===== config.mk =====
export PLATFORM = sky130hd
export DESIGN_NAME = pkt_parser_top
export DESIGN_NICKNAME = d
export VERILOG_FILES = /design/src/parser_pkg.sv /design/src/l4_fields_if.sv /design/src/l3_fields_if.sv /design/src/pkt_parser_top.sv /design/src/meta_builder.sv /design/src/l4_header_parser.sv /design/src/ipv4_header_parser.sv
export SDC_FILE = /design/constraint.sdc
export NUM_CORES = 1
export LEC_CHECK = 0
export CAP_MARGIN = 40
export CORE_AREA = 2 2 263 265
export CTS_CLUSTER_SIZE = 8
export DETAILED_ROUTE_END_ITERATION = 8
export DIE_AREA = 0 0 265 267
export DONT_BUFFER_PORTS = 1
export PLACE_DENSITY_LB_ADDON = 0.2
export SLEW_MARGIN = 20
export SYNTH_ARGS = -nofsm -noshare
export SYNTH_HDL_FRONTEND = slang
export SYNTH_SLANG_ARGS = --single-unit

===== constraint.sdc =====
create_clock -name clk -period 18.2 [get_ports clk]
set_input_delay 2.73 -clock clk [delete_from_list [all_inputs] [get_ports clk]]
set_output_delay 2.73 -clock clk [all_outputs]
set_load 0.02 [all_outputs]

===== src/parser_pkg.sv =====
`default_nettype none

package parser_pkg;

    // Stream and side-band widths
    localparam int PKT_W    = 512;
    localparam int EMPTY_W  = 6;
    localparam int PKT_ID_W = 9;
    localparam int FLIT_W   = 5;

    // Header field values recognised by the parser
    localparam logic [15:0] ETH_TYPE_IPV4 = 16'h0800;
    localparam logic [3:0]  IP_V4         = 4'd4;
    localparam logic [3:0]  IP_IHL_MIN    = 4'd5;
    localparam logic [7:0]  IP_PROT_TCP   = 8'd6;
    localparam logic [7:0]  IP_PROT_UDP   = 8'd17;

    // Fixed UDP header size in bytes
    localparam int UDP_HDR_BYTES = 8;

    typedef logic [PKT_W-1:0]    pkt_data_t;
    typedef logic [EMPTY_W-1:0]  pkt_empty_t;
    typedef logic [31:0]         ip_addr_t;
    typedef logic [15:0]         l4_port_t;
    typedef logic [15:0]         pkt_len_t;
    // NS, CWR, ECE, URG, ACK, PSH, RST, SYN, FIN from msb down
    typedef logic [8:0]          tcp_flags_t;
    typedef logic [PKT_ID_W-1:0] pkt_id_t;
    typedef logic [FLIT_W-1:0]   flit_cnt_t;

    // Protocol code reported with each record
    typedef logic [1:0] prot_code_t;

    localparam prot_code_t PROT_NS    = 2'd0;
    localparam prot_code_t PROT_S_TCP = 2'd1;
    localparam prot_code_t PROT_S_UDP = 2'd2;

endpackage

`default_nettype wire

===== src/l4_fields_if.sv =====
`timescale 1ns/1ps
`default_nettype none

// TCP/UDP parser results toward the metadata builder
interface l4_fields_if;

    parser_pkg::l4_port_t   sport;
    parser_pkg::l4_port_t   dport;
    logic [3:0]             data_off;
    parser_pkg::tcp_flags_t flags;

    modport src (
        output sport, dport, data_off, flags
    );

    modport dst (
        input sport, dport, data_off, flags
    );

endinterface

`default_nettype wire


===== src/l3_fields_if.sv =====
`timescale 1ns/1ps
`default_nettype none

// IPv4 parser results toward the metadata builder
interface l3_fields_if;

    logic                 supported;
    logic                 is_tcp;
    parser_pkg::pkt_len_t ip_len;
    logic [3:0]           ihl;
    parser_pkg::ip_addr_t sip;
    parser_pkg::ip_addr_t dip;

    modport src (
        output supported, is_tcp, ip_len, ihl, sip, dip
    );

    modport dst (
        input supported, is_tcp, ip_len, ihl, sip, dip
    );

endinterface

`default_nettype wire


===== src/pkt_parser_top.sv =====
`timescale 1ns/1ps
`default_nettype none

// Header parser top level for single-beat packets
module pkt_parser_top (
    input  logic                     clk,
    input  logic                     rst,
    input  parser_pkg::pkt_data_t    in_pkt_data,
    input  logic                     in_pkt_valid,
    input  logic                     in_pkt_sop,
    input  logic                     in_pkt_eop,
    input  parser_pkg::pkt_empty_t   in_pkt_empty,
    output logic                     in_pkt_ready,
    input  parser_pkg::pkt_id_t      in_meta_pkt_id,
    input  parser_pkg::flit_cnt_t    in_meta_flits,
    input  logic                     in_meta_valid,
    output logic                     in_meta_ready,
    input  logic                     disable_pcie,
    output logic                     out_meta_valid,
    input  logic                     out_meta_ready,
    output parser_pkg::pkt_len_t     out_len,
    output parser_pkg::ip_addr_t     out_sip,
    output parser_pkg::ip_addr_t     out_dip,
    output parser_pkg::l4_port_t     out_sport,
    output parser_pkg::l4_port_t     out_dport,
    output parser_pkg::prot_code_t   out_prot,
    output parser_pkg::tcp_flags_t   out_tcp_flags,
    output parser_pkg::pkt_id_t      out_pkt_id,
    output parser_pkg::flit_cnt_t    out_flits,
    output logic                     out_pcie
);

    // Header fields sit at fixed offsets so in_pkt_empty goes unused

    l3_fields_if l3_fields ();
    l4_fields_if l4_fields ();

    // Input side stalls exactly when the metadata sink does
    assign in_pkt_ready  = out_meta_ready;
    assign in_meta_ready = out_meta_ready;

    ipv4_header_parser ipv4_header_parser_i (
        .in_pkt_data (in_pkt_data),
        .l3          (l3_fields.src)
    );

    l4_header_parser l4_header_parser_i (
        .in_pkt_data (in_pkt_data),
        .l4          (l4_fields.src)
    );

    meta_builder meta_builder_i (
        .clk            (clk),
        .rst            (rst),
        .l3             (l3_fields.dst),
        .l4             (l4_fields.dst),
        .in_pkt_valid   (in_pkt_valid),
        .in_pkt_sop     (in_pkt_sop),
        .in_pkt_eop     (in_pkt_eop),
        .in_meta_valid  (in_meta_valid),
        .in_meta_pkt_id (in_meta_pkt_id),
        .in_meta_flits  (in_meta_flits),
        .disable_pcie   (disable_pcie),
        .out_meta_ready (out_meta_ready),
        .out_meta_valid (out_meta_valid),
        .out_len        (out_len),
        .out_sip        (out_sip),
        .out_dip        (out_dip),
        .out_sport      (out_sport),
        .out_dport      (out_dport),
        .out_prot       (out_prot),
        .out_tcp_flags  (out_tcp_flags),
        .out_pkt_id     (out_pkt_id),
        .out_flits      (out_flits),
        .out_pcie       (out_pcie)
    );

endmodule

`default_nettype wire


===== src/meta_builder.sv =====
`timescale 1ns/1ps
`default_nettype none

// Merges parsed header fields with the side-band descriptor into
// one registered metadata record
module meta_builder (
    input  logic                     clk,
    input  logic                     rst,
    l3_fields_if.dst                 l3,
    l4_fields_if.dst                 l4,
    input  logic                     in_pkt_valid,
    input  logic                     in_pkt_sop,
    input  logic                     in_pkt_eop,
    input  logic                     in_meta_valid,
    input  parser_pkg::pkt_id_t      in_meta_pkt_id,
    input  parser_pkg::flit_cnt_t    in_meta_flits,
    input  logic                     disable_pcie,
    input  logic                     out_meta_ready,
    output logic                     out_meta_valid,
    output parser_pkg::pkt_len_t     out_len,
    output parser_pkg::ip_addr_t     out_sip,
    output parser_pkg::ip_addr_t     out_dip,
    output parser_pkg::l4_port_t     out_sport,
    output parser_pkg::l4_port_t     out_dport,
    output parser_pkg::prot_code_t   out_prot,
    output parser_pkg::tcp_flags_t   out_tcp_flags,
    output parser_pkg::pkt_id_t      out_pkt_id,
    output parser_pkg::flit_cnt_t    out_flits,
    output logic                     out_pcie
);

    logic                   accept;
    logic [5:0]             ip_hdr_bytes;
    logic [5:0]             tcp_hdr_bytes;
    parser_pkg::pkt_len_t   l4_hdr_bytes;
    parser_pkg::pkt_len_t   payload_len;
    parser_pkg::prot_code_t prot_code;

    // Single-beat packet with its descriptor present
    assign accept = out_meta_ready && in_pkt_valid && in_pkt_sop && in_pkt_eop
                  && in_meta_valid;

    // Header lengths are counted in 32-bit words
    assign ip_hdr_bytes  = {l3.ihl, 2'b00};
    assign tcp_hdr_bytes = {l4.data_off, 2'b00};

    assign l4_hdr_bytes = l3.is_tcp ? {10'd0, tcp_hdr_bytes}
                                    : parser_pkg::pkt_len_t'(parser_pkg::UDP_HDR_BYTES);

    // Wraps modulo 2^16 on malformed lengths
    assign payload_len = l3.ip_len - {10'd0, ip_hdr_bytes} - l4_hdr_bytes;

    assign prot_code = !l3.supported ? parser_pkg::PROT_NS :
                       l3.is_tcp     ? parser_pkg::PROT_S_TCP :
                                       parser_pkg::PROT_S_UDP;

    always_ff @(posedge clk) begin
        if (rst) begin
            out_meta_valid <= 1'b0;
        end else begin
            out_meta_valid <= accept;
        end
    end

    // Record fields only move on accept
    always_ff @(posedge clk) begin
        if (accept) begin
            out_len       <= payload_len;
            out_sip       <= l3.sip;
            out_dip       <= l3.dip;
            out_sport     <= l4.sport;
            out_dport     <= l4.dport;
            out_prot      <= prot_code;
            out_tcp_flags <= l4.flags;
            out_pkt_id    <= in_meta_pkt_id;
            out_flits     <= in_meta_flits;
            out_pcie      <= !disable_pcie;
        end
    end

    // Every pulse traces back to an accept one cycle earlier
    a_valid_after_accept: assert property (
        @(posedge clk) disable iff (rst)
        out_meta_valid |-> $past(accept)
    ) else $error("out_meta_valid without a preceding accept");

    a_valid_low_after_reset: assert property (
        @(posedge clk) rst |=> !out_meta_valid
    ) else $error("out_meta_valid high right after reset");

endmodule

`default_nettype wire


===== src/l4_header_parser.sv =====
`timescale 1ns/1ps
`default_nettype none

// TCP/UDP header extraction for a 20-byte IP header
module l4_header_parser (
    input  parser_pkg::pkt_data_t in_pkt_data,
    l4_fields_if.src              l4
);

    // L4 header starts right after the option-free IP header
    localparam int L4_BASE = 34;

    logic [15:0] sport;
    logic [15:0] dport;
    logic [3:0]  data_off;
    logic        flag_ns;
    logic [7:0]  flag_low;

    // Port positions are the same for TCP and UDP
    assign sport = in_pkt_data[parser_pkg::PKT_W-1-8*L4_BASE -: 16];
    assign dport = in_pkt_data[parser_pkg::PKT_W-1-8*(L4_BASE+2) -: 16];

    // Data offset, reserved bits and NS share TCP header byte 12
    assign data_off = in_pkt_data[parser_pkg::PKT_W-1-8*(L4_BASE+12) -: 4];
    assign flag_ns  = in_pkt_data[parser_pkg::PKT_W-8-8*(L4_BASE+12)];

    // CWR down to FIN in TCP header byte 13
    assign flag_low = in_pkt_data[parser_pkg::PKT_W-1-8*(L4_BASE+13) -: 8];

    assign l4.sport    = sport;
    assign l4.dport    = dport;
    assign l4.data_off = data_off;
    assign l4.flags    = {flag_ns, flag_low};

endmodule

`default_nettype wire


===== src/ipv4_header_parser.sv =====
`timescale 1ns/1ps
`default_nettype none

// Ethernet type and IPv4 header extraction from a single beat.
// Frame byte 0 is the most significant byte of the beat.
module ipv4_header_parser (
    input  parser_pkg::pkt_data_t in_pkt_data,
    l3_fields_if.src              l3
);

    logic [15:0] eth_type;
    logic [3:0]  ip_version;
    logic [3:0]  ip_ihl;
    logic [15:0] ip_len;
    logic [7:0]  ip_prot;
    logic [31:0] ip_sip;
    logic [31:0] ip_dip;
    logic        prot_tcp;
    logic        prot_udp;

    // Bytes 12-13
    assign eth_type = in_pkt_data[parser_pkg::PKT_W-1-8*12 -: 16];

    // Byte 14 holds version in the upper nibble
    assign ip_version = in_pkt_data[parser_pkg::PKT_W-1-8*14 -: 4];
    assign ip_ihl     = in_pkt_data[parser_pkg::PKT_W-1-8*14-4 -: 4];

    // Total length at bytes 16-17
    assign ip_len = in_pkt_data[parser_pkg::PKT_W-1-8*16 -: 16];

    // Protocol at byte 23 between TTL and checksum
    assign ip_prot = in_pkt_data[parser_pkg::PKT_W-1-8*23 -: 8];

    // Addresses at bytes 26-29 and 30-33
    assign ip_sip = in_pkt_data[parser_pkg::PKT_W-1-8*26 -: 32];
    assign ip_dip = in_pkt_data[parser_pkg::PKT_W-1-8*30 -: 32];

    assign prot_tcp = (ip_prot == parser_pkg::IP_PROT_TCP);
    assign prot_udp = (ip_prot == parser_pkg::IP_PROT_UDP);

    // Only option-free IPv4 carrying TCP or UDP
    assign l3.supported = (eth_type == parser_pkg::ETH_TYPE_IPV4)
                        && (ip_version == parser_pkg::IP_V4)
                        && (ip_ihl == parser_pkg::IP_IHL_MIN)
                        && (prot_tcp || prot_udp);

    assign l3.is_tcp = prot_tcp;
    assign l3.ip_len = ip_len;
    assign l3.ihl    = ip_ihl;
    assign l3.sip    = ip_sip;
    assign l3.dip    = ip_dip;

endmodule

`default_nettype wire


# [Word level (Yosys, flattened, before mapping)]
# Index checks and enable logic that the tools add are counted.
[word_totals] reg_bits=139 inputBits=540 output_inout_bits=141 elab_cells=29
[classes] n_addsub=2 n_eq_ne=5 n_mux=2 reduce_logical=9
[ops] op="== test 16 x 12 -> 1 bit, second input constant" n=1
[ops] op="subtractor 16 bit" n=1
[ops] op="subtractor 16 x 6 -> 16 bit" n=1
[ops] op="== test 4 x 3 -> 1 bit, second input constant" n=2
[ops] op="== test 8 x 3 -> 1 bit, second input constant" n=1
[ops] op="== test 8 x 5 -> 1 bit, second input constant" n=1
[ops] op="logical AND 1 bit" n=7
[ops] op="two-way mux 6 bit" n=1
[ops] op="two-way mux 2 bit" n=1
[ops] op="zero test 1 bit" n=1
[ops] op="logical OR 1 bit" n=1

# [Longest topological paths before layout]
[logic_depth] word_depth=4 mapped_depth=10 depth_no_buf=10

# [Hierarchy]
# From an unflattened synthesis, not the netlist that was laid out.
[unflattened] hier_cells=351 area_unflattened_um2=5796.8
[by_module_without_submodules] mod="meta_builder" n_inst=1 cells_each=207 area_per_inst_um2=4678.2
[by_module_without_submodules] mod="ipv4_header_parser" n_inst=1 cells_each=97 area_per_inst_um2=765.7
[by_module_without_submodules] mod="l4_header_parser" n_inst=1 cells_each=45 area_per_inst_um2=337.8
[by_module_without_submodules] mod="pkt_parser_top" n_inst=1 cells_each=2 area_per_inst_um2=15.0

# [Worst setup path before layout]
# No wires, ideal clock.
[synth_timing] path_type="input port to flip-flop" from="input in_pkt_sop" to="register meta_builder_i.out_dip[0], enable pin" setup_time_ns=0.637 t_arrival_ns=8.556 required_ns=17.563 setup_slack_ns=9.007 cell_stages=2 path_buffers=0 path_cell_list="nand3_1 -> nor2_1"
[synth_via] elab_chain_len=3
[synth_lines] element="from (decl)" line_no="pkt_parser_top.sv:10" text="input logic in_pkt_sop,"
[synth_lines] element="logical AND 1 bit (2 in a row)" line_no="meta_builder.sv:40" text="assign accept = out_meta_ready && in_pkt_valid && in_pkt_sop && in_pkt_eop"
[synth_lines] element="logical AND 1 bit" line_no="meta_builder.sv:41" text="&& in_meta_valid;"
[synth_lines] element="named net meta_builder_i.accept" line_no="meta_builder.sv:32" text="logic accept;"
[synth_lines] element="to (signal assigned)" line_no="meta_builder.sv:70" text="out_dip <= l3.dip;"
[synth_lines] element="to (decl)" line_no="meta_builder.sv:22" text="output parser_pkg::ip_addr_t out_dip,"
# The timed path passes the listed nets, and every way through them passes these cells.
# A chain may end at the register's enable or synchronous reset.

# [Worst setup path in the final report]
[layout_timing] from="input in_pkt_data[323]" to="register meta_builder_i.out_len[13] (data pin)"
[layout_via] elab_chain_len=3
[layout_lines] element="from (decl)" line_no="pkt_parser_top.sv:8" text="input parser_pkg::pkt_data_t in_pkt_data,"
[layout_lines] element="== test 8 x 3 -> 1 bit" line_no="ipv4_header_parser.sv:38" text="assign prot_tcp = (ip_prot == parser_pkg::IP_PROT_TCP);"
[layout_lines] element="two-way mux 6 bit" line_no="meta_builder.sv:47" text="assign l4_hdr_bytes = l3.is_tcp ? {10'd0, tcp_hdr_bytes}"
[layout_lines] element="subtractor 16 bit" line_no="meta_builder.sv:51" text="assign payload_len = l3.ip_len - {10'd0, ip_hdr_bytes} - l4_hdr_bytes;"
[layout_lines] element="named net meta_builder_i.payload_len[13]" line_no="meta_builder.sv:36" text="parser_pkg::pkt_len_t payload_len;"
[layout_lines] element="to (signal assigned)" line_no="meta_builder.sv:68" text="out_len <= payload_len;"
[layout_lines] element="to (decl)" line_no="meta_builder.sv:20" text="output parser_pkg::pkt_len_t out_len,"
# The timed path passes the listed nets, and every way through them passes these cells.

==> results by group <==
Global route
  • Initial antenna violation count: 26
  • Global-route usage over all layers: 6.40%
  • Grt peak-use layer: met2
  • Global-route wire length before repair: 27100 um
  • Grt met1 use: 5.82%
  • Routing usage on met2: 10.5%
  • Grt met3 use: 4.87%
  • Largest net degree at the start of global routing: 56
  • Grt total ovfl: 0
  • Vias in the first global route: 2364

Pwr
  • Share of power burned in combinational logic: 2.3%
  • Leakage: 1.83 nW
  • IR Drop Worst-Case VDD: 0.0392 mV
  • P_sw: 0.167 mW
  • Final Power: 0.737 mW
  • Clk pwr share: 47.2%
  • Sw frac: 22.7%
  • P_int: 0.570 mW
  • Sequential share of power: 50.6%
  • PwrDens: 113 nW/um2

Logic synthesis
  • Mux share of post-synthesis cell area: 0%
  • Count leader, synth: edfxtp_1
  • Largest family of logic cells by synthesized area: simple AND/OR/NAND/NOR gates
  • Synth Area in Compound Gates: 1.36%
  • Synth top area cells: edfxtp_1 (86%), ha_1 (1.8%), fa_1 (1.7%)
  • Cell variety after synth: 32
  • Ys async rst share: 0%
  • Top_reg_cell synth: edfxtp_1
  • Mapped Nets: 777
  • Cell taking the most area after synthesis: edfxtp_1
  • EDFF count, synth: 138
  • Commonest cells in the netlist: edfxtp_1 (138), inv_1 (12), nor2_1 (9)
  • Gate Count Post-Synth: 226
  • Avg Cell Area, Syn: 21.2 um2
  • Syn Std Cell Area: 4800 um2
  • Top cell type's share of synthesized area: 86.3%
  • Synthesized-area fraction occupied by adder cells: 3.49%
  • #FFs+latches synth: 139
  • Warnings, synthesis: 0
  • Xor/xnor share of the synthesized area: 1.82%
  • Register area share after synthesis: 86.8%
  • Simple-gate share of the synthesized area: 5.24%

Clock tree
  • CTS tree: built
  • Clk slew on worst S/H paths: 60 ps
  • Clock Sinks: 139
  • Hold_buf cts: 0
  • Post-CTS sizing: 0
  • Clk buf depth: 2
  • Clock root cell: clkbuf_16
  • H-Tree Depth: 4
  • Post-CTS Setup Repair Bufs: 0
  • TritonCTS buffer count: 17

Setup path
  • Worst Path Required: 18380 ps
  • CP startpoint kind: input pin
  • Worst EP arrival: 6040 ps
  • Crit path largest cell delay: 680 ps
  • Critical Path Slowest Stage Cell: nor4_2
  • Crit Path Class: input pin to flip-flop
  • Worst Setup End Kind: flip-flop
  • CP max FO: 10
  • CP cell instances: or4_1 -> nor4_2 -> nand2b_1 -> fa_1 -> inv_1 -> ha_1 -> o211ai_1 -> a21boi_2 -> o41ai_1 -> o21ai_0

Timing
  • Tmin final: 5860 ps
  • Final setup viols: 0
  • Hold Vio Cnt, Final: 0
  • Final period utilization: 32.2%
  • Slew @ Worst Pin: 788 ps
  • Max frequency: 0.171 GHz
  • RSZ-0062 raised after global routing: false
  • Setup TNS: 0 ps
  • Rel. slew slack: 47.0%
  • Pins Over Slew Limit: 0

Detailed routing
  • DRC violations left: 0
  • DRT iter0 DRCs: 93
  • Detail Route Antenna Nets: 0
  • Via count: 2318
  • Drt wl/cell: 19.9 um
  • Via/cell ratio: 2.03
  • Final WL: 22700 um
  • DR pass1 iterations: 6

Floorplan
  • Num ports: 681
  • Core area: 68000 um2
  • FP Rows: 96
  • Chip width: 265 um
  • Starting density of the core: 7.06%
  • Die area: 70800 um2
  • Die Y: 267 um

Final layout
  • Layout area overhead: 36.2%
  • Layout cell share with drive strength beyond 1: 16.2%
  • Area of the multi-input gates: 579 um2
  • Storage cell area: 4160 um2
  • Fill cells: 7720
  • Nets: 797

Run
  • Max Cap Violations: 0

Placed design
  • IO buf count: 0
  • Post-DP HPWL: 19100 um
  • Gpl congestion: 0.642

Status
  • Status: complete, no violations

Hold path
  • HP Class: input pin to flip-flop
## cell type report
cell class / instances / area share, %
Sequential cell: 139 / 63.7
Clock buffer: 20 / 6.68
Multi-Input combinational cell: 72 / 8.86
Clock inverter: 12 / 2.14
Inverter: 12 / 0.689
Antenna cell: 3 / 0.115
Tap cell: 882 / 16.9
Timing Repair Buffer: 4 / 0.957
## cells in the final DEF, fill, tap and decap left out, drive strengths merged
cell type  count
fa             4
xor2           7
nand2          6
bufinv         2
clkinv         5
inv           15
o21ai          4
a21boi         1
nand3          1
o21a           1
ha             7
nand4          1
o41ai          1
nor4bb         1
edfxtp       138
or4            4
clkbuf        20
nor4           6
buf            4
or2            2
clkinvlp       2
a21oi          2
dfxtp          1
diode          3
o211ai         1
nor2           9
nor4b          2
nand2b         2
and2           2
or4bb          1
xnor2          3
nor3           4
## registers in the layout (all words and copies together) (netlist names)
name / flops
meta_builder_i.out_prot: 2
meta_builder_i.out_len: 16
meta_builder_i.out_tcp_flags: 9
meta_builder_i.out_sip: 32
meta_builder_i.out_pcie: 1
meta_builder_i.out_dip: 32
meta_builder_i.out_sport: 16
meta_builder_i.out_flits: 5
meta_builder_i.out_meta_valid: 1
meta_builder_i.out_pkt_id: 9
meta_builder_i.out_dport: 16
## critical path, delay by kind of cell
family                     cells  cell delay (ps)
AOI/OAI and AO/OA              4             1000
adders and majority gates      2              870
buffers and inverters          1               50
and+or+nand+nor                3             1390
## cells by family (layout without fill, tap and decap cells)
| kind of cell | after synthesis | after routing |
|---|---|---|
| flip-flops | 139 | 139 |
| AND/OR/NAND/NOR | 41 | 41 |
| buffers and inverters | 15 | 48 |
| adder cells (fa/ha/maj) | 11 | 11 |
| AO/OA/AOI/OAI | 10 | 10 |
| XOR/XNOR | 10 | 10 |
| other | 0 | 3 |
## layer usage
metal / part of all wire [%] / routed length [um] / up-vias
li1: - / - / 918
met1: 33 / 7530 / 1105
met2: 49 / 11200 / 232
met3: 14 / 3290 / 49
met4: 2.6 / 589 / 14
met5: 0.47 / 106 / -
## power groups by stage
stage	clock network (mW)	logic, mW	registers [mW]
final	0.348	0.0166	0.373
after global routing	0.376	0.0187	0.373
after CTS	0.368	0.0170	0.373
after detailed placement	0	0.0172	0.380
after global placement	0	0.0161	0.380
after floorplan	0	0.0132	0.376
## per-stage QoR
stage | cells | worst slack, ps | cell area [um2] | hold WS, ps | util (%)
floorplan | 226 | 9010 | 4800 | 2810 | -
global placement | 1107 | 11890 | 5910 | 2810 | 8.69
detailed placement | 1109 | 11800 | 5950 | 2820 | 8.76
CTS | 1141 | 12300 | 6530 | 2300 | 9.61
global route | 1141 | 12160 | 6530 | 2310 | 9.61
finish | 1144 | 12340 | 6540 | 2350 | 9.62
## final timing paths
path | from | end | slack, ps | cells after the start
max | in_pkt_data[323] | meta_builder_i.out_len[13]$_DFFE_PP_ | 12340 | 10
min | rst | meta_builder_i.out_meta_valid$_SDFF_PP0_ | 2350 | 1
Note: power is estimated with default switching activity, not from simulation.
